## config.mk

```make
export PLATFORM = sky130hd
export DESIGN_NAME = burst_addr_gen
export DESIGN_NICKNAME = d
export VERILOG_FILES = /design/src/logic/axi_mem_pkg.sv /design/src/logic/burst_addr_gen.sv
export SDC_FILE = /design/constraint.sdc
export NUM_CORES = 1
export LEC_CHECK = 0
export ABC_AREA = 1
export BUFFER_PORTS_ARGS = -buffer_cell sky130_fd_sc_hd__buf_2
export CORE_MARGIN = 1
export CORE_UTILIZATION = 50
export DETAILED_ROUTE_END_ITERATION = 10
export PLACE_DENSITY = 0.91
export SLEW_MARGIN = 40
export SYNTH_ARGS = -nofsm -noshare
export SYNTH_HDL_FRONTEND = slang
export SYNTH_SLANG_ARGS = --single-unit
```

## constraint.sdc

```tcl
create_clock -name aclk -period 3.3 [get_ports aclk]
set_input_delay 0.33 -clock aclk [delete_from_list [all_inputs] [get_ports aclk]]
set_output_delay 0.33 -clock aclk [all_outputs]
set_load 0.01 [all_outputs]
```

## src/logic/axi_mem_pkg.sv

```systemverilog
package axi_mem_pkg;

    ////////////////////////////////////////////////////////////
    // Sizes
    ////////////////////////////////////////////////////////////

    localparam int addr_width       = 32;
    localparam int data_width       = 64;
    localparam int strb_width       = 8;
    localparam int id_width         = 4;
    localparam int num_banks        = 4;
    localparam int mem_bytes        = 4096;
    localparam int row_offset_width = 3;
    localparam int bank_row_width   = 7;
    localparam int bank_sel_width   = 2;
    localparam int max_burst_beats  = 16;
    localparam int wfifo_depth      = 16;
    localparam int max_axsize       = 3;

    // Byte address inside the 4 KiB array
    localparam int mem_addr_width = bank_sel_width + bank_row_width + row_offset_width;

    ////////////////////////////////////////////////////////////
    // AXI encodings
    ////////////////////////////////////////////////////////////

    typedef enum logic [1:0] {
        burst_fixed = 2'b00,
        burst_incr  = 2'b01,
        burst_wrap  = 2'b10
    } axi_burst_e;

    typedef enum logic [1:0] {
        resp_okay   = 2'b00,
        resp_exokay = 2'b01,
        resp_slverr = 2'b10,
        resp_decerr = 2'b11
    } axi_resp_e;

    ////////////////////////////////////////////////////////////
    // Stage payloads
    ////////////////////////////////////////////////////////////

    typedef struct packed {
        logic [addr_width-1:0] addr;
        logic [id_width-1:0]   id;
        logic [7:0]            len;
        logic [2:0]            size;
        axi_burst_e            burst;
    } burst_cmd_t;

    // Bank in the top two bits
    typedef struct packed {
        logic [bank_sel_width-1:0]   bank;
        logic [bank_row_width-1:0]   row;
        logic [row_offset_width-1:0] offset;
    } mem_addr_fields_t;

    typedef union packed {
        logic [mem_addr_width-1:0] flat;
        mem_addr_fields_t          fields;
    } mem_addr_u;

    typedef struct packed {
        logic                      en;
        logic                      wr;
        logic [strb_width-1:0]     we;
        logic [bank_sel_width-1:0] bank;
        logic [bank_row_width-1:0] row;
        logic [data_width-1:0]     wdata;
    } bank_access_t;

    typedef struct packed {
        logic [id_width-1:0] id;
        logic                last;
    } rd_tag_t;

    typedef struct packed {
        logic [data_width-1:0] data;
        logic [id_width-1:0]   id;
        logic                  last;
    } rd_beat_t;

    typedef struct packed {
        logic [data_width-1:0] data;
        logic [strb_width-1:0] strb;
        logic                  last;
    } wr_beat_t;

endpackage

```

## src/logic/burst_addr_gen.sv

```systemverilog
module burst_addr_gen (
    input  logic                              aclk,
    input  logic                              reset_n,
    input  logic                              start,
    input  logic                              is_write,
    input  axi_mem_pkg::burst_cmd_t           cmd,
    input  axi_mem_pkg::wr_beat_t             wr_beat,
    input  logic                              wfifo_empty,
    input  logic                              rd_room,
    output logic                              wfifo_pop,
    output axi_mem_pkg::bank_access_t         access,
    output axi_mem_pkg::rd_tag_t              rd_tag,
    output logic                              done,
    output logic                              b_req,
    output logic [axi_mem_pkg::id_width-1:0]  b_id
);

    logic                                    active;
    logic                                    wr_burst;
    logic                                    issue;
    logic                                    last_beat;
    logic [axi_mem_pkg::id_width-1:0]        burst_id;
    logic [7:0]                              burst_len;
    logic [7:0]                              beat_cnt;
    axi_mem_pkg::axi_burst_e                 burst_kind;
    logic [axi_mem_pkg::mem_addr_width-1:0]  size_bytes;
    logic [axi_mem_pkg::mem_addr_width-1:0]  aligned;
    logic [axi_mem_pkg::mem_addr_width-1:0]  container;
    logic [axi_mem_pkg::mem_addr_width-1:0]  lower_wrap;
    logic [axi_mem_pkg::mem_addr_width-1:0]  start_size;
    logic [axi_mem_pkg::mem_addr_width-1:0]  start_container;
    logic [axi_mem_pkg::mem_addr_width-1:0]  start_aligned;
    axi_mem_pkg::mem_addr_u                  cur;
    axi_mem_pkg::mem_addr_u                  nxt;

    // Burst geometry from the new command
    assign start_size = {{(axi_mem_pkg::mem_addr_width-1){1'b0}}, 1'b1} << cmd.size;
    assign start_container =
        ({{(axi_mem_pkg::mem_addr_width-8){1'b0}}, cmd.len} + 1) << cmd.size;
    assign start_aligned =
        cmd.addr[axi_mem_pkg::mem_addr_width-1:0] & ~(start_size - 1);

    always_comb begin
        unique case (burst_kind)
            axi_mem_pkg::burst_fixed: nxt.flat = aligned;
            axi_mem_pkg::burst_wrap:  nxt.flat = lower_wrap
                                          | ((cur.flat + size_bytes) & (container - 1));
            default:                  nxt.flat = cur.flat + size_bytes;
        endcase
    end

    assign issue     = active && (wr_burst ? !wfifo_empty : rd_room);
    assign last_beat = beat_cnt == burst_len;
    assign wfifo_pop = issue && wr_burst;
    assign rd_tag    = '{id: burst_id, last: last_beat};
    assign b_id      = burst_id;

    always_comb begin
        access.en    = issue;
        access.wr    = wr_burst;
        access.we    = wr_burst ? wr_beat.strb : '0;
        access.bank  = cur.fields.bank;
        access.row   = cur.fields.row;
        access.wdata = wr_beat.data;
    end

    always_ff @(posedge aclk) begin
        if (!reset_n) begin
            active <= 1'b0;
            done   <= 1'b0;
            b_req  <= 1'b0;
        end else begin
            done  <= issue && last_beat;
            b_req <= issue && last_beat && wr_burst;
            if (start) begin
                active <= 1'b1;
            end else if (issue && last_beat) begin
                active <= 1'b0;
            end
        end
    end

    always_ff @(posedge aclk) begin
        if (start) begin
            wr_burst   <= is_write;
            burst_id   <= cmd.id;
            burst_len  <= cmd.len;
            burst_kind <= cmd.burst;
            size_bytes <= start_size;
            container  <= start_container;
            aligned    <= start_aligned;
            lower_wrap <= cmd.addr[axi_mem_pkg::mem_addr_width-1:0] & ~(start_container - 1);
            cur.flat   <= start_aligned;
            beat_cnt   <= '0;
        end else if (issue) begin
            cur      <= nxt;
            beat_cnt <= beat_cnt + 1;
        end
    end

    // A new command never lands on a beat being issued
    a_en_in_burst: assert property (@(posedge aclk) disable iff (!reset_n)
        access.en |-> active && !start);

endmodule

```

# [Word level (Yosys, flattened, before mapping)]
# Index checks and enable logic that the tools add are counted.
[classes] n_addsub=7 multipliers=0 n_div=0 magnitude_cmp=0 n_eq_ne=2 n_shift=2 n_mux=7 n_bitwise=6 reduce_logical=8
[op_table] op="AND 12 bit" count=3
[op_table] op="subtractor 12 x 1 -> 12 bit (second input constant)" count=3
[op_table] op="adder 12 bit" count=2
[op_table] op="two-way mux 12 bit" count=2
[op_table] op="inverter 12 bit" count=2
[op_table] op="one-hot mux 12 bit (2 select lines)" count=1
[op_table] op="OR 12 bit" count=1
[op_table] op="left shift 1 x 3 -> 12 bit (first input constant)" count=1
[op_table] op="left shift 9 x 3 -> 12 bit" count=1
[op_table] op="adder 8 x 1 -> 9 bit (second input constant)" count=1
[op_table] op="adder 8 x 1 -> 8 bit (second input constant)" count=1
[op_table] op="equality test 8 bit" count=1
[op_table] op="two-way mux 8 bit" count=1
[op_table] op="logical AND 1 bit" count=4
[op_table] op="nonzero test 2 bit" count=2
[op_table] op="two-way mux 1 bit" count=3
[op_table] op="equality test 2 bit (second input constant)" count=1
[op_table] op="zero test 2 bit" count=1
[op_table] op="zero test 1 bit" count=1
[totals] reg_bits=86 latch_bits=0 ram_bits=0 romBits=0 in_bits=128 out_inout_bits=95 elab_cells=45 n_memories=0

# [Depth between registers and ports, before layout]
[depth] depth_word=6 depth_mapped=17

# [Least setup slack after synthesis]
# OpenSTA, ideal clock, no wires.
[synth_timing] kind="flip-flop to flip-flop" from="register size_bytes[0] in the netlist's numbering" to="register cur[10] in the netlist's numbering, data pin" t_arrival_ps=1987 path_slack_ps=1059 path_stages_with_launch=12 period_less_slack_ps=2241 path_cell_list="edfxtp_1 > ha_1 > inv_1 > fa_1 > o21ai_0 > a21boi_0 > o21ai_0 > nand3_1 > nand3_1 > nand2_1 > a21oi_1 > nor2_1"
[synth_via] elab_chain_len=6 elab_cells_between_ends=7 classes_between="2 x add/sub; 3 x mux; 2 x bitwise"
[synth_lines] item="from (decl)" line_no="burst_addr_gen.sv:26" source="logic [axi_mem_pkg::mem_addr_width-1:0] size_bytes;"
[synth_lines] item="from (signal assigned)" line_no="burst_addr_gen.sv:89" source="size_bytes <= start_size;"
[synth_lines] item="adder 12 bit" line_no="burst_addr_gen.sv:47, burst_addr_gen.sv:48"
[synth_lines] item="AND 12 bit" line_no="burst_addr_gen.sv:47" source="| ((cur.flat + size_bytes) & (container - 1));"
[synth_lines] item="OR 12 bit" line_no="burst_addr_gen.sv:47"
[synth_lines] item="one-hot mux 12 bit (2 select lines) (*)" line_no="burst_addr_gen.sv:44" source="unique case (burst_kind)"
[synth_lines] item="two-way mux 12 bit (*)" line_no="burst_addr_gen.sv:95" source="end else if (issue) begin"
[synth_lines] item="two-way mux 12 bit (*)" line_no="burst_addr_gen.sv:84" source="if (start) begin"
[synth_lines] item="to (signal assigned)" line_no="burst_addr_gen.sv:96" source="cur <= nxt;"
[synth_lines] item="to (decl)" line_no="burst_addr_gen.sv:33" source="axi_mem_pkg::mem_addr_u cur;"
# Every way passes the cells marked *; elsewhere a longest branch is shown, timed or not. The select of a mux whose other input is x is not followed.
# A chain may end at the register's enable or synchronous reset.

# [Final worst setup path]
# Same ends and word-level chain as after synthesis.

==> results.py <==
metrics = {
    "run_status": {
        "status": "completed",
    },
    "timing": {
        "tns_ns": 0,
        "fmax_mhz": 380,
        "slew_headroom_pct": 40.9,
        "finalCritPeriodShare_pct": 79.6,
        "finalHoldViolations": 0,
        "rsz0062_at_grt": "no",
        "finClkSkew_ns": 0.0142,
        "max_slew.worst_pin.slew_ns": 0.883,
        "final_max_slew_viol_count": 0,
        "hold_slack_ns": 0.140,
        "setup_viol": 0,
        "fin_crit_ns": 2.63,
    },
    "synthesis": {
        "netlist_area_um2": 5350,
        "synth-edff-count": 71,
        "syn_nets": 788,
        "synthAdderAreaFrac_pct": 3.42,
        "synthSimpleGateAreaFrac_pct": 22.0,
        "yosysTopAreaCellShare_pct": 39.9,
        "post-synth-top-count-cell": "nand2_1",
        "muxShareOfSynthArea_pct": 0,
        "ys_top_cells_by_area": "edfxtp_1 40%, buf_4 12%, nand2_1 7.6%, nand3_1 5.8%, inv_1 5.4%",
        "synth_top_family_by_area": "simple AND/OR/NAND/NOR gates",
        "synthTopCellsByCount": "108 x nand2_1, 82 x buf_4, 77 x inv_1",
        "synthArstFlopShare_pct": 0,
        "synth_compound_area_share_pct": 9.78,
        "yosysTopAreaCell": "edfxtp_1",
        "ys_ff_latch": 82,
        "yosysSeqAreaShare_pct": 44.0,
        "avgSynthCellArea_um2": 8.28,
        "synth_xor_area_share_pct": 2.29,
        "synth_top_flop_cell": "edfxtp_1",
        "synth_warnings": 0,
        "syn_inst": 646,
        "ys_types": 42,
    },
    "clocking": {
        "worst_skew_pair.late_latency_ns": 0.36,
        "root_buffer": "clkbuf_8",
        "cts_tree": "yes",
        "postCtsResizedCells": 0,
        "cts_htree_levels": 3,
        "cts_buffer_depth": 2,
        "cts-buffers-inserted": 9,
        "clkSinkCount": 82,
        "holdBufCountCts": 0,
        "clk_pin_slew_ns": 0.09,
        "cts_setup_buffers": 0,
    },
    "floorplan": {
        "die_y_um": 105,
        "num_rows": 37,
        "die_w_um": 105,
        "fp.dieArea_um2": 11100,
        "pin_count": 223,
        "start_util_pct": 51.8,
        "core_area_um2": 10300,
    },
    "worst_setup_path": {
        "cpPeakStageDelay_ns": 0.41,
        "required_ns": 3.42,
        "crit_path_max_fanout": 4,
        "cp_num_buf_inv": 1,
        "crit_path_end_kind": "flop",
        "arrival_ns": 2.75,
        "crit_slowest_cell": "fa_1",
        "worst-r2r-cell-count": 11,
        "cp-start-kind": "flop",
        "path_delay_family": "compound AO/OA/AOI/OAI gates",
        "critPathKind": "flop to flop",
        "cp_cell_sequence": "ha_1 -> inv_1 -> fa_1 -> o21ai_0 -> a21boi_0 -> o21ai_0 -> nand3_1 -> nand3_1 -> nand2_1 -> a21oi_1 -> nor2_1",
        "worst-path-stages": 11,
    },
    "global_routing": {
        "grt_pass1_wl_mm": 19.4,
        "overflow": 0,
        "grt_usage_pct": 22.3,
        "grt_start_max_net_pins": 73,
        "grt_pass1_vias": 4198,
        "antenna_found_initial": 0,
    },
    "layout": {
        "syn_to_final_growth_pct": 3.07,
        "drive_gt1_share_pct": 18.2,
        "diodes": 0,
        "nets": 781,
        "final_util_pct": 53.4,
        "instances_no_fill": 780,
    },
    "drt": {
        "firstDrtPassIters": 5,
        "vias_per_cell": 5.49,
        "routed_wirelength_mm": 11.8,
        "route.detailed.drc": 0,
        "wl_per_cell_um": 15.2,
        "ant_nets": 0,
        "drt_iter0_drc": 378,
        "via_count": 4285,
    },
    "power": {
        "peakVddDrop_mv": 0.221,
        "power_leakage_nw": 2.53,
        "powerDensity_nw_per_um2": 505,
    },
    "worst_hold_path": {
        "holdPathStages": 1,
        "hp-class": "input pin to flop",
    },
    "placement": {
        "dpl.cell_count": 764,
        "place_congestion": 0.896,
        "io_buffers": 73,
        "dp_hpwl_mm": 8.47,
    },
    "job": {
        "cap_violations": 0,
    },
}
==> worst paths after layout <==
path	from	slack, ns	end
setup / recovery	size_bytes[0]	0.67	cur[10]
hold / removal	cmd[0]	0.14	burst_kind[0]
setup reg to reg	size_bytes[0]	0.67	cur[10]
hold reg to reg	active	0.47	active
==> report_power, final <==
part / internal [mW] / total, mW / switching (mW)
combinational: 0.196 / 0.545 / 0.349
sequential: 1.23 / 1.28 / 0.0523
clock: 0.585 / 0.955 / 0.370
total: 2.01 / 2.78 / 0.772
==> cell type report <==
class                   instances  area [um^2]
fillers                       878         4810
flip-flops and latches         82         2350
multi-input cells             383         2010
repair buffers                 76          392
inverters                      87          327
well taps                     136          170
clock inverters                 6          138
clock buffers                  10          128
==> cells by family (layout without fill, tap and decap cells) <==
logic type               count (synthesis)  in the layout
AO/OA/AOI/OAI                           89             89
XOR/XNOR                                14             14
adder cells (fa/ha/maj)                 14             14
buffers and inverters                  181            179
flip-flops                              82             82
AND/OR/NAND/NOR                        266            266
==> metal layers <==
layer | global-route usage [%] | up-vias | share of wire [%]
li1 | - | 2048 | -
met1 | 27.2 | 1956 | 40
met2 | 36.0 | 236 | 48
met3 | 6.25 | 45 | 8.8
met4 | 11.2 | 0 | 3.2
met5 | 0 | - | 0
==> flip-flops by register name, indices dropped and copies added (netlist names) <==
register / flops
aligned: 12
container: 12
cur: 12
lower_wrap: 12
beat_cnt: 8
burst_len: 8
size_bytes: 8
b_id: 4
burst_kind: 2
active: 1
b_req: 1
done: 1
wr_burst: 1
==> layout by cell type, fill, tap and decap left out, types with 5 or more instances in the layout <==
master and count:
inv_2 9, xnor2_1 5, inv_1 77, nand2_1 108, edfxtp_1 71, nor2_2 5, nor2_1 60, clkbuf_8 9
a21oi_1 32, nand4_1 6, buf_2 73, nand3_1 62, dfxtp_1 11, xor2_1 9, ha_1 13, nor3_1 8
a221oi_1 5, o21ai_0 25
==> per-stage QoR <==
step	setup WS (ns)	instance area (um^2)	power, mW
3_3_place_gp	0.814	5240	1.81
3_5_place_dp	0.696	5240	1.83
4_1_cts	0.669	5510	2.79
5_1_grt	0.473	5510	2.91
2_1_floorplan	1.06	5350	1.76
6_report	0.672	5510	2.78
Power figures use the tool's default switching activity.
