File: config.mk
export PLATFORM = sky130hd
export DESIGN_NAME = axi_mem_responder
export DESIGN_NICKNAME = d
export VERILOG_FILES = /design/src/logic/axi_mem_pkg.sv /design/src/logic/axi_mem_responder.sv
export SDC_FILE = /design/constraint.sdc
export NUM_CORES = 1
export LEC_CHECK = 0
export BUFFER_PORTS_ARGS = -buffer_cell sky130_fd_sc_hd__clkbuf_2
export CAP_MARGIN = 20
export CORE_MARGIN = 2
export CORE_UTILIZATION = 45
export CTS_BUF_LIST = sky130_fd_sc_hd__clkbuf_4 sky130_fd_sc_hd__clkbuf_8
export DETAILED_ROUTE_END_ITERATION = 16
export PLACE_DENSITY = 0.72
export SYNTH_ARGS = -nofsm -noshare
export SYNTH_HDL_FRONTEND = slang
export SYNTH_SLANG_ARGS = --single-unit
File: constraint.sdc
create_clock -name aclk -period 4.81 [get_ports aclk]
set_input_delay 0.7215 -clock aclk [delete_from_list [all_inputs] [get_ports aclk]]
set_output_delay 0.7215 -clock aclk [all_outputs]
set_load 0.05 [all_outputs]
File: src/logic/axi_mem_pkg.sv
package axi_mem_pkg;

    ////////////////////////////////////////////////////////////
    // Sizes
    ////////////////////////////////////////////////////////////

    localparam int addr_width       = 32;
    localparam int data_width       = 64;
    localparam int strb_width       = 8;
    localparam int id_width         = 4;
    localparam int num_banks        = 4;
    localparam int mem_bytes        = 4096;
    localparam int row_offset_width = 3;
    localparam int bank_row_width   = 7;
    localparam int bank_sel_width   = 2;
    localparam int max_burst_beats  = 16;
    localparam int wfifo_depth      = 16;
    localparam int max_axsize       = 3;

    // Byte address inside the 4 KiB array
    localparam int mem_addr_width = bank_sel_width + bank_row_width + row_offset_width;

    ////////////////////////////////////////////////////////////
    // AXI encodings
    ////////////////////////////////////////////////////////////

    typedef enum logic [1:0] {
        burst_fixed = 2'b00,
        burst_incr  = 2'b01,
        burst_wrap  = 2'b10
    } axi_burst_e;

    typedef enum logic [1:0] {
        resp_okay   = 2'b00,
        resp_exokay = 2'b01,
        resp_slverr = 2'b10,
        resp_decerr = 2'b11
    } axi_resp_e;

    ////////////////////////////////////////////////////////////
    // Stage payloads
    ////////////////////////////////////////////////////////////

    typedef struct packed {
        logic [addr_width-1:0] addr;
        logic [id_width-1:0]   id;
        logic [7:0]            len;
        logic [2:0]            size;
        axi_burst_e            burst;
    } burst_cmd_t;

    // Bank in the top two bits
    typedef struct packed {
        logic [bank_sel_width-1:0]   bank;
        logic [bank_row_width-1:0]   row;
        logic [row_offset_width-1:0] offset;
    } mem_addr_fields_t;

    typedef union packed {
        logic [mem_addr_width-1:0] flat;
        mem_addr_fields_t          fields;
    } mem_addr_u;

    typedef struct packed {
        logic                      en;
        logic                      wr;
        logic [strb_width-1:0]     we;
        logic [bank_sel_width-1:0] bank;
        logic [bank_row_width-1:0] row;
        logic [data_width-1:0]     wdata;
    } bank_access_t;

    typedef struct packed {
        logic [id_width-1:0] id;
        logic                last;
    } rd_tag_t;

    typedef struct packed {
        logic [data_width-1:0] data;
        logic [id_width-1:0]   id;
        logic                  last;
    } rd_beat_t;

    typedef struct packed {
        logic [data_width-1:0] data;
        logic [strb_width-1:0] strb;
        logic                  last;
    } wr_beat_t;

endpackage

File: src/logic/axi_mem_responder.sv
module axi_mem_responder (
    input  logic                                aclk,
    input  logic                                reset_n,
    input  logic                                rd_valid,
    input  axi_mem_pkg::rd_beat_t               rd_beat,
    output logic                                rd_room,
    output logic                                rvalid,
    input  logic                                rready,
    output logic [axi_mem_pkg::data_width-1:0]  rdata,
    output logic [axi_mem_pkg::id_width-1:0]    rid,
    output logic [1:0]                          rresp,
    output logic                                rlast,
    input  logic                                b_req,
    input  logic [axi_mem_pkg::id_width-1:0]    b_id,
    output logic                                bvalid,
    input  logic                                bready,
    output logic [axi_mem_pkg::id_width-1:0]    bid,
    output logic [1:0]                          bresp
);

    axi_mem_pkg::rd_beat_t beat_buf [2];

    logic       wr_sel;
    logic       rd_sel;
    logic [1:0] count;
    logic [1:0] occ_next;
    logic       r_pop;

    assign r_pop  = rvalid && rready;
    assign rvalid = count != 0;
    assign rdata  = beat_buf[rd_sel].data;
    assign rid    = beat_buf[rd_sel].id;
    assign rlast  = beat_buf[rd_sel].last;
    assign rresp  = axi_mem_pkg::resp_okay;
    assign bresp  = axi_mem_pkg::resp_okay;

    // Occupancy after this edge, the beat leaving the SRAM included
    assign occ_next = count + {1'b0, rd_valid} - {1'b0, r_pop};
    assign rd_room  = occ_next < 2;

    always_ff @(posedge aclk) begin
        if (rd_valid) begin
            beat_buf[wr_sel] <= rd_beat;
        end
        if (b_req) begin
            bid <= b_id;
        end
    end

    always_ff @(posedge aclk) begin
        if (!reset_n) begin
            wr_sel <= 1'b0;
            rd_sel <= 1'b0;
            count  <= '0;
            bvalid <= 1'b0;
        end else begin
            if (rd_valid) begin
                wr_sel <= !wr_sel;
            end
            if (r_pop) begin
                rd_sel <= !rd_sel;
            end
            count <= occ_next;
            if (b_req) begin
                bvalid <= 1'b1;
            end else if (bready) begin
                bvalid <= 1'b0;
            end
        end
    end

    // Issue must have honoured rd_room
    a_no_overflow: assert property (@(posedge aclk) disable iff (!reset_n)
        rd_valid |-> (count < 2) || r_pop);

endmodule

# == Yosys cells after proc, flatten, opt, wreduce, memory -nomap -nowiden ==
# Memory sizes are Yosys's and may differ from the RTL's. A register that Yosys moved wholly into a read port is not among the register bits.
# Index checks and enable logic that the tools add are counted.
# totals
register_bits,9
ramBits,138
inputBits,79
wordCells,20
memories,1
# mem_list
name,words,word_bits,read_ports,rd_ports_with_merged_regs,wr,line_no,text
beat_buf,2,69,1,1,1,axi_mem_responder.sv:21,axi_mem_pkg::rd_beat_t beat_buf [2];
# classes
n_addsub,2
magnitude_cmp,1
muxes,6
reduce_logical,5
# op_table
op,n
$mux 1,6
$reduce_bool 2->1,2
$add 2x1->2,1
$logic_not 1->1,2
$lt 2x2->1 const B,1
$sub 2x1->2,1
$logic_and 1x1->1,1

# == Longest topological paths before layout ==
# Gate-level depths: netlist (run 1).
# depth
depth_word,4
ltp_mapped,6

# == Least setup slack after synthesis (run 1) ==
# No wires, ideal clock.
# synth_path
kind,input to register
start,input rd_valid
end,memory beat_buf[0][0] (netlist name) (enable)
setup_time_ps,506
t_arrival_ps,3780
required_time_ps,4304
path_slack_ps,524
path_stages,1
path_buffers,0
cell_sequence,nor2b_1
# synth_via
elab_chain_len,2
# synth_lines
element,line_no,text
"start, declared",axi_mem_responder.sv:4,"input logic rd_valid,"
$mux 1,axi_mem_responder.sv:42,if (rd_valid) begin
$mux 1 (not written as such),axi_mem_responder.sv:43,beat_buf[wr_sel] <= rd_beat;
"end, declared",axi_mem_responder.sv:21,
# Every way passes these cells.

==> reports/qor.yml, run 1 <==
status: "finished clean"
synth_commonest_cells: "edfxtp_1 (142), mux2_2 (59), mux2_4 (10)"
cp_max_fo: 69
ys_warn_count: 0
synth_edf_count: 142
dpl-instance-area_mm2: 0.006349
cts-root-buf: "clkbuf_8"
post_cts_resized: 0
drc: 0
initialDrtViolationCount: 109
yosysUniqueCellTypes: 19
vias: 2741
path_class: "flip-flop to primary output"
synthXorXnorAreaFrac_pct: 0.4135
tns_ns: 0
dp_cells: 543
period_needed_ns: 2.859
antenna_found_initial: 0
worstPathRequired_ns: 4.09
synth_compound_area_share_pct: 0.4135
rsz0062_at_grt: "false"
cts_tree: "yes"
critPathArrivalTime_ns: 2.14
synth-seq-cells: 148
grt.total_usage_pct: 14.27
synthArstFlopShare_pct: 0
ir_drop_mv: 0.5520
total_leakage_power_nw: 2.630
worstHoldPathType: "input port to flip-flop"
antenna_cells: 0
max_slew_margin_pct: 35.12
final_area_mm2: 0.006784
synthToLayoutAreaGrowth_pct: 24.56
avgSynthCellArea_um2: 21.87
hold_slack_ns: 0.4660
r2r_start: "wr_sel"
synth_flop_cell: "edfxtp_1"
post_cts_buffers: 0
finalPower_mw: 3.603
maxSlewViolCount: 0
core_area_mm2: 0.01191
synth_seq_area_share_pct: 80.50
clk_pin_slew_ns: 0.07
overflow: 0
cts.sinks: 148
cts_buffers: 17
dieArea_mm2: 0.01300
synth_top_area_share_pct: 78.29
worst_pin_slew_ns: 0.9733
drive_gt1_share_pct: 60.19
startpoint_type: "flip-flop"
netlist_instances: 249
syn_area_mm2: 0.005446
wl_um: 8812
initial_core_util_pct: 45.72
viasPerCell: 4.775
grt_pass1_vias: 2850
wire_per_inst_um: 15.35
die_y_um: 114.0
dieWidth_um: 114.0
fin_skew_ns: 0.007785
synth_top_family_by_area: "multiplexers"
rows: 40
fin_cells: 574
synthAdderAreaFrac_pct: 0.4595
ctsHoldBuffers: 0
min_from: "b_id[0]"
synthMuxAreaShare_pct: 15.32
yosys.area_share.simple_pct: 0.9878
yosysTopAreaCell: "edfxtp_1"
hpwlAfterDp_um: 5735
grt_pass1_wl_um: 13720
fmax_ghz: 0.3498
portBuffers: 154
cp-end-kind: "primary output"
synth_most_common_cell: "edfxtp_1"
io_pins: 159
maxCapViolCount: 0
route.antenna.remaining_nets: 0
htree_levels: 4
hold_viol: 0
dr.pass1.iters: 5
pwr_density_cell_mw_per_mm2: 531.1
grt_max_degree: 70
finalSetupViolations: 0
clk_latency_ns: 0.43
clockBufferDepth: 2
fin_crit_sh_pct: 59.44
synth.top_cells.by_area: "edfxtp_1 (78%), mux2_2 (12%), mux2_4 (2.8%)"
place_congestion: 0.6811
nets: 496
[placed cells by master, fill, tap and decap left out, drive strengths merged]
cell and instances:
clkinvlp 2, edfxtp 142, xnor3 1, or2 1, clkinv 5, dfxtp 6
conb 4, buf 2, and2 2, nand2b 1, nand2 1, bufinv 5
o21a 3, nor2b 4, clkbuf 173, mux2i 2, inv 2, ha 2
mux2 69
[critical path: stages, from the launching register on]
cell and delay [ns]:
dfxtp_4 0.98, mux2_2 0.43, clkbuf_2 0.24
[sequential cells by signal, indices dropped and copies added, names as in the netlist, named ones only]
| name | flops |
|---|---|
| beat_buf | 138 |
| bid | 4 |
| count | 2 |
| bvalid | 1 |
| rd_sel | 1 |
| wr_sel | 1 |
[layout make-up]
type / instances / area (um^2)
timing repair buffer: 156 / 785.8
clock buffer: 19 / 249.0
inverter: 2 / 7.507
sequential: 148 / 4388
multi-input combinational: 90 / 983.4
clock inverter: 12 / 186.4
tap: 147 / 183.9
fill: 915 / 5127
[cell families after synthesis]
logic type	after synthesis
AND/OR/NAND/NOR	9
XOR/XNOR	1
adder cells (fa/ha/maj)	2
AO/OA/AOI/OAI	3
other	1
flip-flops	148
multiplexers	71
buffers and inverters	14
[worst paths after layout]
path	end	slack [ns]	cells past startpoint
min	bid[0]	0.47	1
max reg2reg	beat_buf[0][5]	2.83	2
min reg2reg	flip-flop	0.49	2
max	rid[0]	1.95	2
[stage by stage]
step	utilization, %	worst slack, ns
global placement	53.30	2.170
global route	56.95	1.813
detailed placement	53.30	2.108
CTS	56.95	1.884
floorplan	-	0.5240
finish	56.95	1.951
[metal layers]
layer / vias up / global-route usage [%] / part of all wire [%]
li1: 1297 / - / -
met1: 1321 / 16.11 / 39
met2: 109 / 23.02 / 50
met3: 14 / 7.598 / 9.4
met4: 0 / 5.366 / 1.5
met5: - / 0 / 0
[power by group]
group / internal [mW] / switching (mW)
combinational: 0.306 / 0.672
sequential: 1.50 / 0.0893
clock: 0.618 / 0.418
(Power assumes the default switching activity.)
==> run 2, diff against run 1 <==
Settings changed: ABC_AREA set to 1.
Clock period 4.81 ns to 2.9 ns, I/O delays scaled along.
==> reports/qor.yml, run 2 <==
clk_pin_slew_ns: 0.07
cts.sinks: 148
avgSynthCellArea_um2: 20.56
synth_most_common_cell: "edfxtp_1"
regMostFlops: "beat_buf"
ir_drop_mv: 0.6875
synth_top_family_by_area: "multiplexers"
synthToLayoutAreaGrowth_pct: 24.75
place_congestion: 0.7240
synth-seq-cells: 148
synth_edf_count: 142
total_leakage_power_nw: 2.677
multi_input_area_um2: 949.7
synthMuxAreaShare_pct: 14.95
overflow: 0
die_y_um: 114.0
wire_per_inst_um: 15.29
startpoint_type: "flip-flop"
dr.pass1.iters: 4
hpwlAfterDp_um: 6083
route.antenna.remaining_nets: 0
critPathArrivalTime_ns: 2.04
p_sw_mw: 1.999
dpl-instance-area_mm2: 0.006384
path_class: "flip-flop to primary output"
maxSlewViolCount: 0
rows: 40
seqPwrFrac_pct: 44.0
synth_seq_area_share_pct: 80.46
final_common_cell: "clkbuf_2"
wl_met3_um: 750
nets: 515
synth_flop_cell: "edfxtp_1"
tns_ns: 0
portBuffers: 154
drive_gt1_share_pct: 58.84
final_area_mm2: 0.006798
synth_top_area_share_pct: 78.25
synth_commonest_cells: "edfxtp_1 (142), mux2_2 (59), inv_1 (11)"
grt_max_degree: 41
netlist_instances: 265
wl_met1_um: 3530
p_int_mw: 3.852
wl_um: 9082
synthAdderAreaFrac_pct: 0.4592
core_area_mm2: 0.01191
seq_area_mm2: 0.004388
reg.largest.list: "beat_buf (138), bid (4), count (2)"
yosysUniqueCellTypes: 16
status: "finished clean"
antenna_found_initial: 1
syn_area_mm2: 0.005449
vias: 2871
sw_frac_of_total_pct: 34.17
viasPerCell: 4.833
io_pins: 159
synthArstFlopShare_pct: 0
synth.top_cells.by_area: "edfxtp_1 (78%), mux2_2 (12%), mux2_4 (2.8%)"
initial_core_util_pct: 45.75
clk_latency_ns: 0.43
cp-end-kind: "primary output"
worst_pin_slew_ns: 0.5401
cp_max_fo: 40
fin_skew_ns: 0.005890
drc: 0
dieArea_mm2: 0.01301
highest_layer: "met5"
cts-root-buf: "clkbuf_8"
fin_crit_sh_pct: 85.26
cts_buffers: 17
clockBufferDepth: 2
period_needed_ns: 2.473
worstPathRequired_ns: 2.47
p_comb_share_pct: 28.4
maxCapViolCount: 0
ctsHoldBuffers: 0
post_cts_resized: 0
hold_viol: 0
htree_levels: 4
cts_tree: "yes"
synthXorXnorAreaFrac_pct: 0
rsz0062_at_grt: "false"
worstHoldPathType: "input port to flip-flop"
dieWidth_um: 114.0
wl_met2_um: 4676
finalSetupViolations: 0
grt.total_usage_pct: 14.44
ys_warn_count: 0
largest_reg_flops: 138
yosysTopAreaCell: "edfxtp_1"
power_frac_clock_pct: 27.6
pwr_density_cell_mw_per_mm2: 860.8
max_slew_margin_pct: 63.99
nFillCells: 954
final_cell_mix: "clkbuf_2 (154), edfxtp_1 (142), mux2_2 (59)"
yosys.area_share.simple_pct: 1.515
post_cts_buffers: 0
grt_pass1_vias: 2878
initialDrtViolationCount: 110
antenna_cells: 0
grt_pass1_wl_um: 13880
fmax_ghz: 0.4044
synth_compound_area_share_pct: 0.09185
[run 2: logic make-up (layout without fill, tap and decap cells)]
| group | Yosys count | in the layout |
|---|---|---|
| DFF | 148 | 148 |
| muxes | 69 | 69 |
| buffers and inverters | 23 | 202 |
| AOI/OAI and AO/OA | 1 | 1 |
| and+or+nand+nor | 21 | 21 |
| adders and majority gates | 2 | 2 |
| other | 1 | 4 |
[run 2: area by class of cell]
type                            count  share of cell area, %
Clock inverter                     13                  2.338
Inverter                           11                 0.6074
Timing Repair Buffer              159                  12.07
Multi-Input combinational cell     97                  13.97
Tap cell                          147                  2.706
Clock buffer                       19                  3.755
Sequential cell                   148                  64.55
[run 2: worst max-delay path, cell delays in order, from the launching register on]
cell and delay [ns]:
dfxtp_4 0.63, buf_12 0.31, mux2_2 0.39, clkbuf_2 0.24
[run 2: per-stage QoR]
stage               util, %  power [mW]  hold slack [ns]  cells  setup WS (ns)
floorplan                 -       3.961           0.4675    268         0.2292
global placement      53.59       4.277           0.4815    562         0.8784
detailed placement    53.59       4.304           0.4860    562         0.8252
CTS                   57.07       5.915           0.1428    594         0.3702
global route          57.07       6.102           0.1365    594         0.3067
finish                57.07       5.851           0.1764    594         0.4273
[run 2: path summary, 6_finish.rpt]
check / from / slack, ns / depth (start not counted) / endpoint
max: flip-flop / 0.43 / 3 / rdata[47]
min: b_id[3] / 0.18 / 1 / bid[3]
max reg2reg: wr_sel / 1.55 / 3 / beat_buf[1][56]
min reg2reg: bvalid / 0.50 / 2 / bvalid
[run 2: power by group through the flow]
stage / clock network [mW] / registers (mW) / logic, mW
floorplan: 0 / 2.59 / 1.38
global placement: 0 / 2.62 / 1.66
detailed placement: 0 / 2.63 / 1.68
CTS: 1.66 / 2.58 / 1.68
global route: 1.76 / 2.59 / 1.75
finish: 1.61 / 2.57 / 1.66
[run 2: per-layer routing]
metal | global-route usage, % | up-vias
li1 | - | 1343
met3 | 6.482 | 13
met5 | 0 | -
met4 | 5.366 | 2
met1 | 16.33 | 1399
met2 | 24.21 | 114
==> run 3, diff against run 2 <==
Settings changed: CORE_ASPECT_RATIO set to 0.8, CTS_CLUSTER_DIAMETER set to 30.
==> reports/qor.yml, run 3 (synthesized netlist as in run 2, its figures left out) <==
min_from: "b_id[0]"
fin_crit_sh_pct: 83.22
cts.sinks: 148
nets: 515
clk_latency_ns: 0.43
viasPerCell: 4.800
worstPathRequired_ns: 2.47
fin_skew_ns: 0.009715
post_cts_buffers: 0
largest_reg_flops: 138
grt_pass1_vias: 3026
initial_core_util_pct: 46.78
r2r_slack_ns: 1.44
regMostFlops: "beat_buf"
clockBufferDepth: 2
drive_gt1_share_pct: 58.61
hpwlAfterDp_um: 6666
vias: 2856
wl_um: 9754
dpl-instance-area_mm2: 0.006397
dp_cells: 563
dieArea_mm2: 0.01301
ir_drop_mv: 0.7882
maxCapViolCount: 0
io_pins: 159
post_cts_resized: 0
antenna_found_initial: 0
cts_tree: "yes"
period_needed_ns: 2.413
htree_levels: 4
fin_cells: 595
dr.pass1.iters: 4
ctsHoldBuffers: 0
nFillCells: 891
die_y_um: 102.4
final_area_mm2: 0.006850
finalSetupViolations: 0
final_common_cell: "clkbuf_2"
core_area_mm2: 0.01165
multi_input_area_um2: 949.7
grt_pass1_wl_um: 15060
clk_pin_slew_ns: 0.08
route.antenna.remaining_nets: 0
portBuffers: 154
critPathArrivalTime_ns: 1.98
tns_ns: 0
synthToLayoutAreaGrowth_pct: 25.72
r2r_start: "wr_sel"
wire_per_inst_um: 16.39
hold_viol: 0
fmax_ghz: 0.4143
cp-end-kind: "primary output"
reg.largest.list: "beat_buf (138), bid (4), count (2)"
path_class: "flip-flop to primary output"
cp_max_fo: 21
antenna_cells: 0
overflow: 0
dieWidth_um: 127.0
status: "finished clean"
startpoint_type: "flip-flop"
max_slew_margin_pct: 60.53
seq_area_mm2: 0.004388
place_congestion: 0.7757
cts-root-buf: "clkbuf_8"
drc: 0
rows: 35
worst_pin_slew_ns: 0.5921
worstHoldPathType: "input port to flip-flop"
finish.utilization_pct: 58.81
grt_max_degree: 59
final_cell_mix: "clkbuf_2 (154), edfxtp_1 (142), mux2_2 (59)"
cts_buffers: 17
rsz0062_at_grt: "false"
initialDrtViolationCount: 143
pwr_density_cell_mw_per_mm2: 883.8
total_leakage_power_nw: 2.697
maxSlewViolCount: 0
grt.total_usage_pct: 15.85
==> run 3: cell count changes in the layout (fill, tap and decap cells not counted), moves of 2 or more <==
cell       previous run  this run
clkinv_4              3         0
inv_6                 0         2
bufinv_16             3         5
clkinv_2              4         2
==> run 3: worst paths after layout <==
check	cells after the start	endpoint
max	3	rid[0]
min	1	bid[0]
max reg2reg	3	beat_buf[1][54]
min reg2reg	2	bvalid
==> run 3: final cells by class <==
| type | instances | area share, % |
|---|---|---|
| timing repair buffer | 159 | 12.16 |
| inverter | 11 | 0.6027 |
| sequential | 148 | 64.05 |
| clock buffer | 19 | 3.635 |
| multi-input combinational | 97 | 13.86 |
| clock inverter | 13 | 2.977 |
| tap | 148 | 2.703 |
==> run 3: worst max-delay path, cell delays in order, from the launching register on <==
cell      delay (ns)
dfxtp_4         0.53
buf_4           0.37
mux2_2          0.39
clkbuf_2        0.24
==> run 3: routing by layer <==
layer | vias up | track usage (%) | share of wire (%)
li1 | 1343 | - | -
met1 | 1370 | 17.91 | 40
met2 | 128 | 26.59 | 49
met3 | 15 | 7.330 | 9.9
met4 | 0 | 6.340 | 1.2
met5 | - | 0 | 0
==> run 3: where the power goes <==
group / internal, mW / total (mW) / switching, mW / leakage, nW
logic: 0.491 / 1.70 / 1.21 / 1.09
clock network: 1.04 / 1.79 / 0.749 / 0.221
registers: 2.49 / 2.56 / 0.0695 / 1.38
total: 4.02 / 6.05 / 2.03 / 2.70
==> run 3: through the flow <==
| step | total power, mW | worst slack [ns] | hold slack, ns |
|---|---|---|---|
| detailed placement | 4.322 | 0.7905 | 0.5047 |
| global route | 6.282 | 0.3828 | 0.1384 |
| CTS | 6.106 | 0.4475 | 0.1520 |
| global placement | 4.294 | 0.9125 | 0.4793 |
| floorplan | 3.961 | 0.2292 | 0.4675 |
| finish | 6.054 | 0.4865 | 0.1858 |
