### src/logic/axi_mem_pkg.sv
package axi_mem_pkg;

    ////////////////////////////////////////////////////////////
    // Sizes
    ////////////////////////////////////////////////////////////

    localparam int addr_width       = 32;
    localparam int data_width       = 64;
    localparam int strb_width       = 8;
    localparam int id_width         = 4;
    localparam int num_banks        = 4;
    localparam int mem_bytes        = 4096;
    localparam int row_offset_width = 3;
    localparam int bank_row_width   = 7;
    localparam int bank_sel_width   = 2;
    localparam int max_burst_beats  = 16;
    localparam int wfifo_depth      = 16;
    localparam int max_axsize       = 3;

    // Byte address inside the 4 KiB array
    localparam int mem_addr_width = bank_sel_width + bank_row_width + row_offset_width;

    ////////////////////////////////////////////////////////////
    // AXI encodings
    ////////////////////////////////////////////////////////////

    typedef enum logic [1:0] {
        burst_fixed = 2'b00,
        burst_incr  = 2'b01,
        burst_wrap  = 2'b10
    } axi_burst_e;

    typedef enum logic [1:0] {
        resp_okay   = 2'b00,
        resp_exokay = 2'b01,
        resp_slverr = 2'b10,
        resp_decerr = 2'b11
    } axi_resp_e;

    ////////////////////////////////////////////////////////////
    // Stage payloads
    ////////////////////////////////////////////////////////////

    typedef struct packed {
        logic [addr_width-1:0] addr;
        logic [id_width-1:0]   id;
        logic [7:0]            len;
        logic [2:0]            size;
        axi_burst_e            burst;
    } burst_cmd_t;

    // Bank in the top two bits
    typedef struct packed {
        logic [bank_sel_width-1:0]   bank;
        logic [bank_row_width-1:0]   row;
        logic [row_offset_width-1:0] offset;
    } mem_addr_fields_t;

    typedef union packed {
        logic [mem_addr_width-1:0] flat;
        mem_addr_fields_t          fields;
    } mem_addr_u;

    typedef struct packed {
        logic                      en;
        logic                      wr;
        logic [strb_width-1:0]     we;
        logic [bank_sel_width-1:0] bank;
        logic [bank_row_width-1:0] row;
        logic [data_width-1:0]     wdata;
    } bank_access_t;

    typedef struct packed {
        logic [id_width-1:0] id;
        logic                last;
    } rd_tag_t;

    typedef struct packed {
        logic [data_width-1:0] data;
        logic [id_width-1:0]   id;
        logic                  last;
    } rd_beat_t;

    typedef struct packed {
        logic [data_width-1:0] data;
        logic [strb_width-1:0] strb;
        logic                  last;
    } wr_beat_t;

endpackage

### src/logic/axi_burst_accept.sv
module axi_burst_accept (
    input  logic                                aclk,
    input  logic                                reset_n,
    input  logic                                arvalid,
    output logic                                arready,
    input  logic [axi_mem_pkg::addr_width-1:0]  araddr,
    input  logic [axi_mem_pkg::id_width-1:0]    arid,
    input  logic [7:0]                          arlen,
    input  logic [2:0]                          arsize,
    input  logic [1:0]                          arburst,
    input  logic                                awvalid,
    output logic                                awready,
    input  logic [axi_mem_pkg::addr_width-1:0]  awaddr,
    input  logic [axi_mem_pkg::id_width-1:0]    awid,
    input  logic [7:0]                          awlen,
    input  logic [2:0]                          awsize,
    input  logic [1:0]                          awburst,
    input  logic                                wvalid,
    output logic                                wready,
    input  logic [axi_mem_pkg::data_width-1:0]  wdata,
    input  logic [axi_mem_pkg::strb_width-1:0]  wstrb,
    input  logic                                wlast,
    input  logic                                done,
    input  logic                                wfifo_pop,
    output logic                                start,
    output logic                                is_write,
    output axi_mem_pkg::burst_cmd_t             cmd,
    output axi_mem_pkg::wr_beat_t               wr_beat,
    output logic                                wfifo_empty
);

    axi_mem_pkg::burst_cmd_t ar_cmd;
    axi_mem_pkg::burst_cmd_t aw_cmd;
    axi_mem_pkg::wr_beat_t   fifo_mem [axi_mem_pkg::wfifo_depth];

    logic ar_seen;
    logic aw_seen;
    logic wlast_seen;
    logic busy;
    logic ar_hs;
    logic aw_hs;
    logic w_hs;
    logic rd_go;
    logic wr_go;

    logic [$clog2(axi_mem_pkg::wfifo_depth)-1:0] wr_ptr;
    logic [$clog2(axi_mem_pkg::wfifo_depth)-1:0] rd_ptr;
    logic [$clog2(axi_mem_pkg::wfifo_depth):0]   fifo_count;
    logic                                        fifo_full;
    logic                                        fifo_move;
    logic                                        out_valid;

    assign ar_hs = arvalid && arready;
    assign aw_hs = awvalid && awready;
    assign w_hs  = wvalid && wready;

    // Each channel closes after its request and reopens on done
    assign arready = !ar_seen;
    assign awready = !aw_seen;
    assign wready  = !wlast_seen && !fifo_full;

    // Read wins a tie
    assign rd_go = !busy && ar_seen;
    assign wr_go = !busy && aw_seen && wlast_seen && !ar_seen;

    always_ff @(posedge aclk) begin
        if (!reset_n) begin
            ar_seen    <= 1'b0;
            aw_seen    <= 1'b0;
            wlast_seen <= 1'b0;
            busy       <= 1'b0;
            start      <= 1'b0;
            is_write   <= 1'b0;
        end else begin
            start <= 1'b0;
            if (ar_hs) begin
                ar_seen <= 1'b1;
            end
            if (aw_hs) begin
                aw_seen <= 1'b1;
            end
            if (w_hs && wlast) begin
                wlast_seen <= 1'b1;
            end
            if (rd_go || wr_go) begin
                start    <= 1'b1;
                busy     <= 1'b1;
                is_write <= wr_go;
            end else if (done) begin
                busy <= 1'b0;
                if (is_write) begin
                    aw_seen    <= 1'b0;
                    wlast_seen <= 1'b0;
                end else begin
                    ar_seen <= 1'b0;
                end
            end
        end
    end

    always_ff @(posedge aclk) begin
        if (ar_hs) begin
            ar_cmd <= '{addr: araddr, id: arid, len: arlen, size: arsize,
                        burst: axi_mem_pkg::axi_burst_e'(arburst)};
        end
        if (aw_hs) begin
            aw_cmd <= '{addr: awaddr, id: awid, len: awlen, size: awsize,
                        burst: axi_mem_pkg::axi_burst_e'(awburst)};
        end
        if (rd_go) begin
            cmd <= ar_cmd;
        end else if (wr_go) begin
            cmd <= aw_cmd;
        end
    end

    ////////////////////////////////////////////////////////////
    // W FIFO with registered head
    ////////////////////////////////////////////////////////////

    assign fifo_full   = fifo_count == axi_mem_pkg::wfifo_depth;
    assign fifo_move   = (fifo_count != 0) && (!out_valid || wfifo_pop);
    assign wfifo_empty = !out_valid;

    always_ff @(posedge aclk) begin
        if (w_hs) begin
            fifo_mem[wr_ptr] <= '{data: wdata, strb: wstrb, last: wlast};
        end
        if (fifo_move) begin
            wr_beat <= fifo_mem[rd_ptr];
        end
    end

    always_ff @(posedge aclk) begin
        if (!reset_n) begin
            wr_ptr     <= '0;
            rd_ptr     <= '0;
            fifo_count <= '0;
            out_valid  <= 1'b0;
        end else begin
            if (w_hs) begin
                wr_ptr <= wr_ptr + 1;
            end
            if (fifo_move) begin
                rd_ptr    <= rd_ptr + 1;
                out_valid <= 1'b1;
            end else if (wfifo_pop) begin
                out_valid <= 1'b0;
            end
            if (w_hs && !fifo_move) begin
                fifo_count <= fifo_count + 1;
            end else if (fifo_move && !w_hs) begin
                fifo_count <= fifo_count - 1;
            end
        end
    end

    // Bus is 64 bits wide, bursts stop at 16 beats
    a_size_limit: assert property (@(posedge aclk) disable iff (!reset_n)
        !(arvalid && arsize > axi_mem_pkg::max_axsize)
        && !(awvalid && awsize > axi_mem_pkg::max_axsize));

    a_len_limit: assert property (@(posedge aclk) disable iff (!reset_n)
        !(arvalid && arlen >= axi_mem_pkg::max_burst_beats)
        && !(awvalid && awlen >= axi_mem_pkg::max_burst_beats));

endmodule

### config.mk
export PLATFORM = sky130hd
export DESIGN_NAME = axi_burst_accept
export DESIGN_NICKNAME = d
export VERILOG_FILES = /design/src/logic/axi_mem_pkg.sv /design/src/logic/axi_burst_accept.sv
export SDC_FILE = /design/constraint.sdc
export NUM_CORES = 1
export LEC_CHECK = 0
export BUFFER_PORTS_ARGS = -buffer_cell sky130_fd_sc_hd__buf_4
export CAP_MARGIN = 20
export CORE_ASPECT_RATIO = 0.7
export CORE_UTILIZATION = 35
export CTS_CLUSTER_DIAMETER = 40
export CTS_CLUSTER_SIZE = 14
export DETAILED_ROUTE_END_ITERATION = 10
export MAX_ROUTING_LAYER = met4
export PLACE_DENSITY = 0.53
export SKIP_LAST_GASP = 1
export SYNTH_ARGS = -nofsm -noshare
export SYNTH_HDL_FRONTEND = slang
export SYNTH_SLANG_ARGS = --single-unit
### constraint.sdc
create_clock -name aclk -period 10.5 [get_ports aclk]
set_input_delay 2.1 -clock aclk [delete_from_list [all_inputs] [get_ports aclk]]
set_output_delay 2.1 -clock aclk [all_outputs]
set_load 0.03 [all_outputs]
* After elaboration in Yosys (flattened, before gate mapping)
Memory sizes are Yosys's and may differ from the RTL's. A register that Yosys moved wholly into a read port is not among the register bits.
Index checks and enable logic that the tools add are counted.
** Word-level totals
- Flip-flop bits (word level) :: 167
- Bits in writable memories :: 1168
- Word-level logic and storage cells :: 81
- Input bits :: 178
- Output and inout port bits :: 128
- Memories kept :: 1
** Operators by class
- Reduce and logical (&&, ||, !) cells :: 27
- Muxes and demuxes :: 23
- Equal/unequal tests :: 1
- Add/subtract/negate cells :: 4
** Memories
- fifo_mem :: words 16, bits a word 73, read ports 1, clocked after Yosys merged registers in 1, write ports 1, line axi_burst_accept.sv:34 : axi_mem_pkg::wr_beat_t fifo_mem [axi_mem_pkg::wfifo_depth];
** Operators by type and width (number)
- $mux 49 :: 2
- $mux 1 :: 19
- $logic_and 1x1->1 :: 12
- $mux 5 :: 2
- $add 4x1->4 const B :: 2
- $logic_not 1->1 :: 8
- $reduce_bool 2->1 :: 4
- $add 5x1->5 const B :: 1
- $eq 5x5->1 const B :: 1
- $reduce_bool 5->1 :: 1
- $sub 5x1->5 const B :: 1
- $logic_or 1x1->1 :: 2

* Longest topological paths before layout
Gate-level depths: netlist of run 1.
- Depth after elaboration :: 9
- Depth in mapped cells :: 10
- Gate-level depth less buffers :: 9

* Worst setup path before layout of run 1
Ideal clock, no wire load.
- Kind :: input port to flip-flop
- From :: input port wvalid
- To :: memory fifo_mem[0][0] (netlist bit), enable pin
- Path slack :: 2.487 ns
- Stages on the path :: 4
- Path buffers :: 1
- Data arrival time :: 7.419 ns
- Library setup time :: 0.594 ns
- Required time :: 9.906 ns
- Cells stage by stage :: o211a_1 -> buf_6 -> nand2_1 -> nor3_1
** Between the ends
- Cells in the longest elaborated chain, start to end :: 3
** RTL lines
- start, declared :: line axi_burst_accept.sv:18 : input logic wvalid,
- $logic_and 1x1->1 :: line axi_burst_accept.sv:55 : assign w_hs = wvalid && wready;
- named net w_hs :: line axi_burst_accept.sv:42 : logic w_hs;
- $mux 1 :: line axi_burst_accept.sv:126 : if (w_hs) begin
- $mux 1 (not written as such) :: line axi_burst_accept.sv:127 : fifo_mem[wr_ptr] <= '{data: wdata, strb: wstrb, last: wlast};
- end, declared :: line axi_burst_accept.sv:34
The timed path passes the listed nets, and every way through them passes these cells.

* Final worst setup path of run 1
- From :: input port wvalid
- To :: memory fifo_mem[9][60] (netlist bit), enable pin
** Between the ends
- Cells in the longest elaborated chain, start to end :: 3
** RTL lines (line)
- $logic_and 1x1->1 :: axi_burst_accept.sv:55
- $mux 1 :: axi_burst_accept.sv:126
- $mux 1 (not written as such) :: axi_burst_accept.sv:127
Every way passes these cells.

==> results of run 1 <==
[layout make-up]
cell class	instances	share of cell area (%)
Sequential cell	1408	67.4
Multi-Input combinational cell	953	16.0
Clock buffer	174	6.36
Timing Repair Buffer	357	4.31
Tap cell	1980	3.96
Clock inverter	104	1.86
Inverter	14	0.0901
Antenna cell	3	0.0120
[power by group]
| part | switching, mW | total (mW) | leakage, nW | internal [mW] |
|---|---|---|---|---|
| Sequential | 0.170 | 6.79 | 12.8 | 6.62 |
| Combinational | 1.75 | 2.93 | 5.01 | 1.18 |
| Clock | 2.32 | 5.43 | 2.46 | 3.11 |
| Total | 4.24 | 15.1 | 20.3 | 10.9 |
[routing by layer]
layer	vias up	routed length [um]	track usage, %
met5	-	0	-
met4	0	1960	4.14
met3	157	6770	2.77
met2	780	60900	26.6
met1	13900	58800	24.3
li1	11300	-	-
[cells in the mapped netlist, types with 2 or more instances]
cell type / number
nor3_1: 5
a21oi_1: 9
nand2b_1: 3
mux2i_1: 297
edfxtp_1: 1388
a21o_1: 3
a221oi_1: 146
buf_4: 22
clkbuf_1: 67
a22oi_1: 73
ha_1: 9
xor2_1: 5
mux2_2: 49
nor2_1: 30
nand3_1: 2
nor2b_1: 3
buf_2: 34
o21ai_0: 75
inv_1: 14
xnor2_1: 3
buf_1: 5
dfxtp_1: 20
buf_6: 2
mux4_2: 146
nand2_1: 81
[through the flow]
stage	total power, mW	hold slack (ns)
6_report	15.1	0.488
5_1_grt	15.7	0.529
4_1_cts	15.4	0.487
3_5_place_dp	9.89	0.478
3_3_place_gp	9.87	0.474
2_1_floorplan	8.84	0.473
[flip-flops by register name (all words and copies together), names as in the netlist, 4 cells and up]
signal / count
cmd: 49
fifo_count: 5
wr_ptr: 4
fifo_mem: 1168
rd_ptr: 4
wr_beat: 73
ar_cmd: 49
aw_cmd: 49
[kinds of logic after synthesis]
group,Yosys count,share of synthesized area [%]
mux,492,12.9
fa+ha+maj,10,0.252
compound gates,314,4.45
xor+xnor,8,0.133
buf+inv,145,1.31
simple gates,129,0.998
flops,1408,79.9
[critical path: stages]
cell and delay (ns):
buf_4 0.09, o211a_1 0.36, nand2_1 0.29, nor2_4 0.61, buf_4 0.89
[worst max path at each step]
| stage | start | to | slack [ns] | depth (start not counted) |
|---|---|---|---|---|
| 2_1_floorplan | wvalid | fifo_mem[0][0]$_DFFE_PP_ | 2.49 | 4 |
| 3_3_place_gp | wvalid | fifo_mem[10][48]$_DFFE_PP_ | 5.64 | 5 |
| 3_5_place_dp | wvalid | fifo_mem[8][48]$_DFFE_PP_ | 5.60 | 5 |
| 4_1_cts | wvalid | fifo_mem[8][49]$_DFFE_PP_ | 6.44 | 5 |
| 5_1_grt | rd_ptr[0]$_SDFFE_PN0P_ | wr_beat[59]$_DFFE_PP_ | 6.18 | 6 |
| 6_report | wvalid | fifo_mem[9][60]$_DFFE_PP_ | 6.40 | 5 |
==> key figures, run 1 <==
Clock tree
  – Total CTS buffers: approximately 150
  – CTS root buf: clkbuf_16
  – Post-CTS Hold Fix Bufs: 0
  – Clock transition at path regs: 0.06 ns
  – Worst skew pair latency: 0.79 ns
  – Max Root-Sink Buffers: 3
  – CTS tree: built
  – H-tree Lvls: 4
  – CTS Sinks: around 1400
  – Post_cts resized: 0
  – Post-CTS setup buffer count: 0

STA
  – Slew HR: a little over a quarter
  – Setup TNS: 0 ns
  – Final Skew: just over 0.03 ns
  – Crit share post-route: between 30 and 40%
  – Final worst slack: 6.40 ns
  – Post-layout min period: about 4 ns
  – Highest clock rate: roughly 240 MHz
  – Final Hold Viols: 0
  – RSZ-0062 raised after global routing: no
  – Worst-Margin Slew: 1.09 ns
  – Finish-stage setup viols: 0
  – Final Slew Violations: 0

Global routing
  – Largest net degree at the start of global routing: 109
  – GRT Total Usage: between 10% and 20%
  – Initial antenna violation count: 5
  – GR Overflow Total: 0
  – First-pass GRT wire length: around 190000 um
  – Vias in the first global route: 26900

Route
  – Post-DRT Antenna Nets: 0
  – Via density: about 5.2
  – Post-Route WL: around 130000 um
  – DRC Markers: 0
  – Total number of vias: between 20000 and 30000
  – Iter 0 DRT Violations: approximately 2200
  – DRT Pass-1 Iters: 5
  – Wire per inst: 25.7 um

Final layout
  – Fill cells: 13000
  – Final Instance Area: around 62000 sq um
  – Finished Core Util: a little over two fifths
  – FF+latch area: roughly 42000 sq um
  – Multi-input gate area: between 10000 and 15000 sq um
  – Share of layout cells above drive strength 1: between 20% and 30%
  – Fin nets: 3076
  – Leading cell type in the layout, fill and taps excluded: edfxtp_1
  – Syn-to-layout area delta: 18.7%
  – Final Non-Filler Cells: between 4000 and 5000
  – Commonest cells after routing, fill and taps aside: edfxtp_1, buf_4, mux2i_1, clkbuf_16

Worst hold path
  – Min-Delay Path Class: reg -> reg
  – Hold Path Depth: 2
  – Worst Hold Launch: is_write$_SDFFE_PN0P_
  – Worst Hold End: is_write$_SDFFE_PN0P_

Yosys
  – Avg Cell Area, Syn: between 20 and 25 sq um
  – Largest cells by area after synthesis: edfxtp_1, mux4_2, mux2i_1, a221oi_1, mux2_2
  – Area share of the largest cell type after synthesis: between 70% and 80%
  – EDFF count, synth: 1388
  – Post-Syn Nets: between 2000 and 3000
  – Syn Inst Count: 2506
  – Sequential fraction of the synthesis area: around four fifths
  – Dominant cell type by area after synthesis: edfxtp_1
  – Primary FF master, synth: edfxtp_1
  – Post-Syn Area: approximately 53000 sq um
  – Distinct cells, synth: 40
  – Fraction of registers with async set/reset: 0%
  – Count of state elements after synthesis: about 1400
  – Yosys Warn Count: 0

Critical path
  – R2R setup slack: about 6.4 ns
  – Crit path capture type: flop
  – R2R depth: 6
  – Critical Path Start Type: input pin
  – Worst r2r src: rd_ptr[2]$_SDFFE_PN0P_
  – Critical Path RT: 10.89 ns
  – Critical path class: in -> reg
  – RR Endpoint: wr_beat[21]$_DFFE_PP_
  – CP max FO: 54
  – Arr. time, crit path: between 4 and 5 ns

Job
  – Max cap viols: 0

Power
  – Pwr/cell area: roughly 240 nW/um^2
  – Leakage: about 20 nW
  – Peak supply drop: 0.180 mV

Die
  – Core Box Area: about 150000 sq um
  – Placement Rows: roughly 120
  – Die X: around 470 um
  – I/O pin cnt: 306
  – Die area: around 150000 sq um
  – Initial core utilization: between 30% and 40%
  – Die Y: between 300 and 400 um

Place
  – IO Port Bufs: 305
  – Pre-CTS setup slack: about 5.6 ns
  – GP Congestion: 0.788
  – Placed Cells: approximately 4700
  – DP Area: about 57000 sq um
  – HPWL Detailed: 72500 um

Status
  – Outcome: complete, no violations
Power figures use the tool's default switching activity.
==> run 2, diff against run 1 <==
clock period = 3.81 ns   (was 10.5 ns; I/O delays follow)
==> run 2 against run 1 <==
Sequential power increased to 2.8 times the previous value. Sequential cell count stayed put. Total power grew to 2.7 times the previous value. Clock power increased to 2.7 times the previous value.
==> key figures, run 2 (synthesis gave the netlist of run 1 again) <==
Route
  – DRC Markers: 0 (unchanged)
  – DRT Pass-1 Iters: 5 (unchanged)
  – Post-DRT Antenna Nets: 0 (unchanged)
  – Wire per inst: 26.2 um (was 25.7 um)
  – Total number of vias: 26200 (was 26100)
  – Via density: 5.24 (was 5.22)
  – Post-Route WL: 131000 um (was 128000 um)
  – Iter 0 DRT Violations: 2482 (was 2237)

Power
  – Switch share: 27.8% (was 28.0%)
  – Seq pwr share: 45.0% (was 44.8%)
  – Leakage: 20.4 nW (was 20.3 nW)
  – Pwr/cell area: 660 nW/um^2 (was 242 nW/um^2)
  – Internal Dissipation: 30.0 mW (was 10.9 mW)
  – Clock network fraction of total power: 35.2% (was 35.9%)
  – Switch Pwr: 11.6 mW (was 4.24 mW)
  – Peak supply drop: 0.528 mV (was 0.180 mV)
  – Comb pwr share: 19.7% (was 19.3%)

Critical path
  – Crit path capture type: flop (unchanged)
  – Critical Path RT: 4.51 ns (was 10.89 ns)
  – Critical Path Start Type: flop (was input pin)
  – Critical Path Slowest Stage Cell: or4_4 (was buf_4)
  – Arr. time, crit path: 3.95 ns (was 4.49 ns)
  – Worst r2r src: fifo_count[0]$_SDFFE_PN0P_ (was rd_ptr[2]$_SDFFE_PN0P_)
  – Crit-path leading delay family: compound AO/OA/AOI/OAI gates (was buffers and inverters)
  – R2R setup slack: 0.56 ns (was 6.44 ns)
  – WP depth: 9 (was 5)
  – Worst-path cell chain: or4_4, o21ai_1, ha_1, inv_1, fa_1, a21o_1, a21oi_1, mux2i_1, mux2i_1 (was buf_4, o211a_1, nand2_1, nor2_4, buf_4)
  – Critical path class: reg -> reg (was in -> reg)
  – CP max FO: 5 (was 54)
  – Top cell by count, worst path: mux2i_1 (was buf_4)
  – Crit path buf inv count: 1 (was 2)
  – CP max stage delay: 0.60 ns (was 0.89 ns)
  – R2R depth: 9 (was 6)
  – RR Endpoint: fifo_count[4]$_SDFFE_PN0P_ (was wr_beat[21]$_DFFE_PP_)

STA
  – RSZ-0062 raised after global routing: no (unchanged)
  – Highest clock rate: just over 300 MHz
  – Final Skew: 0.0232 ns (was 0.0310 ns)
  – Crit share post-route: 85.3%
  – Worst-Margin Slew: 0.916 ns (was 1.09 ns)
  – Final Slew Violations: 0 (unchanged)
  – Slew HR: 38.9% (was 27.2%)
  – Final Hold Viols: 0 (unchanged)
  – Finish-stage setup viols: 0 (unchanged)
  – Setup TNS: 0 ns (unchanged)
  – Final worst slack: 0.561 ns (was 6.40 ns)
  – Post-layout min period: about 3.2 ns

Clock tree
  – CTS tree: built (unchanged)
  – CTS root buf: clkbuf_16 (unchanged)
  – Total CTS buffers: 153 (was 154)
  – H-tree Lvls: 4 (unchanged)
  – Post-CTS Hold Fix Bufs: 0 (unchanged)
  – Max Root-Sink Buffers: 3 (unchanged)
  – Post_cts resized: 0 (unchanged)
  – CTS Sinks: 1408 (unchanged)
  – Worst skew pair latency: 0.79 ns (about the same)
  – Clock transition at path regs: 0.06 ns (about the same)
  – Post-CTS setup buffer count: 0 (unchanged)

Place
  – DP Area: 57900 sq um (was 57300 sq um)
  – HPWL Detailed: 70100 um (was 72500 um)
  – IO Port Bufs: 305 (unchanged)
  – GP Congestion: 0.780 (was 0.788)
  – Pre-CTS setup slack: 0.611 ns (was 5.60 ns)

Worst hold path
  – Min-Delay Path Class: in -> reg (was reg -> reg)
  – Hold Path Depth: 1 (was 2)
  – Worst Hold End: ar_cmd[33]$_DFFE_PP_ (was is_write$_SDFFE_PN0P_)
  – Worst Hold Launch: araddr[16] (was is_write$_SDFFE_PN0P_)

Die
  – Die X: 466 um (unchanged)
  – I/O pin cnt: 306 (unchanged)
  – Placement Rows: 118 (unchanged)
  – Initial core utilization: 35.4% (unchanged)
  – Die area: 152000 sq um (unchanged)
  – Die Y: 327 um (unchanged)
  – Core Box Area: 149000 sq um (unchanged)

Final layout
  – Largest regs: fifo_mem: 1168 flops, wr_beat: 73 flops (unchanged)
  – Fill cells: 12900 (was 13000)
  – Biggest register: fifo_mem (unchanged)
  – Leading cell type in the layout, fill and taps excluded: edfxtp_1 (unchanged)
  – FF+latch area: 42100 sq um (unchanged)
  – Syn-to-layout area delta: 19.5% (was 18.7%)
  – Final Instance Area: 62900 sq um (was 62500 sq um)
  – Multi-input gate area: 10100 sq um (was 10000 sq um)
  – Commonest cells after routing, fill and taps aside: edfxtp_1, buf_4, mux2i_1, clkbuf_16 (unchanged)
  – Finished Core Util: 42.4% (was 42.1%)
  – Fin nets: 3092 (was 3076)
  – Max FFs per register: 1168 (unchanged)
  – Share of layout cells above drive strength 1: 27.7% (was 27.5%)

Job
  – Max cap viols: 0 (unchanged)

Global routing
  – GR Overflow Total: 0 (unchanged)
  – First-pass GRT wire length: 190000 um (was 188000 um)
  – Initial antenna violation count: 9 (was 5)
  – GRT Total Usage: 17.8% (was 17.4%)
  – Vias in the first global route: 26800 (was 26900)
  – Largest net degree at the start of global routing: 108 (was 109)

Status
  – Outcome: complete, no violations (unchanged)
==> run 2: cell type report <==
class                           count  area share (%)
Antenna cell                        8          0.0318
Clock buffer                      168            6.21
Clock inverter                    100            1.73
Inverter                           14          0.0895
Multi-Input combinational cell    953            16.0
Sequential cell                  1408            66.9
Tap cell                         1980            3.94
Timing Repair Buffer              374            5.14
==> run 2: per-stage QoR <==
stage               hold WS (ns)  power (mW)  cells
floorplan                  0.473        24.3   2506
global placement           0.472        27.3   4729
detailed placement         0.489        27.4   4729
CTS                       0.0892        42.1   4997
global route               0.114        43.1   5004
finish                     0.159        41.5   5005
==> run 2: how the worst max path moves through the flow <==
stage,startpoint,to,slack (ns)
after CTS,fifo_count[0]$_SDFFE_PN0P_,fifo_count[4]$_SDFFE_PN0P_,0.56
final,fifo_count[0]$_SDFFE_PN0P_,fifo_count[4]$_SDFFE_PN0P_,0.56
after global routing,fifo_count[0]$_SDFFE_PN0P_,fifo_count[4]$_SDFFE_PN0P_,0.41
after detailed placement,fifo_count[0]$_SDFFE_PN0P_,fifo_count[4]$_SDFFE_PN0P_,0.61
after floorplan,wvalid,fifo_mem[4][0]$_DFFE_PP_,-0.91
after global placement,wfifo_pop,fifo_count[4]$_SDFFE_PN0P_,0.60
==> run 2: per-layer routing <==
layer	up-vias	GRT usage [%]	wire (um)
met1	14000	24.3	59300
li1	11300	-	-
met2	777	27.2	62200
met3	183	3.25	7080
met5	-	-	0
met4	0	4.86	2660
==> run 2: worst reg2reg max path, delay by kind of cell (launching register included) <==
family          cells  cell delay [ns]
flops               1             0.38
simple gates        1             0.60
mux                 2             0.48
compound gates      3             0.88
fa+ha+maj           2             0.72
buf+inv             1             0.12
==> run 2: power by group through the flow <==
stage               Combinational (mW)  Clock [mW]  Sequential, mW
floorplan                         4.57           0            19.8
global placement                  8.24           0            19.0
detailed placement                8.33           0            19.0
CTS                               8.35        15.0            18.7
global route                      8.74        15.6            18.8
finish                            8.19        14.6            18.7
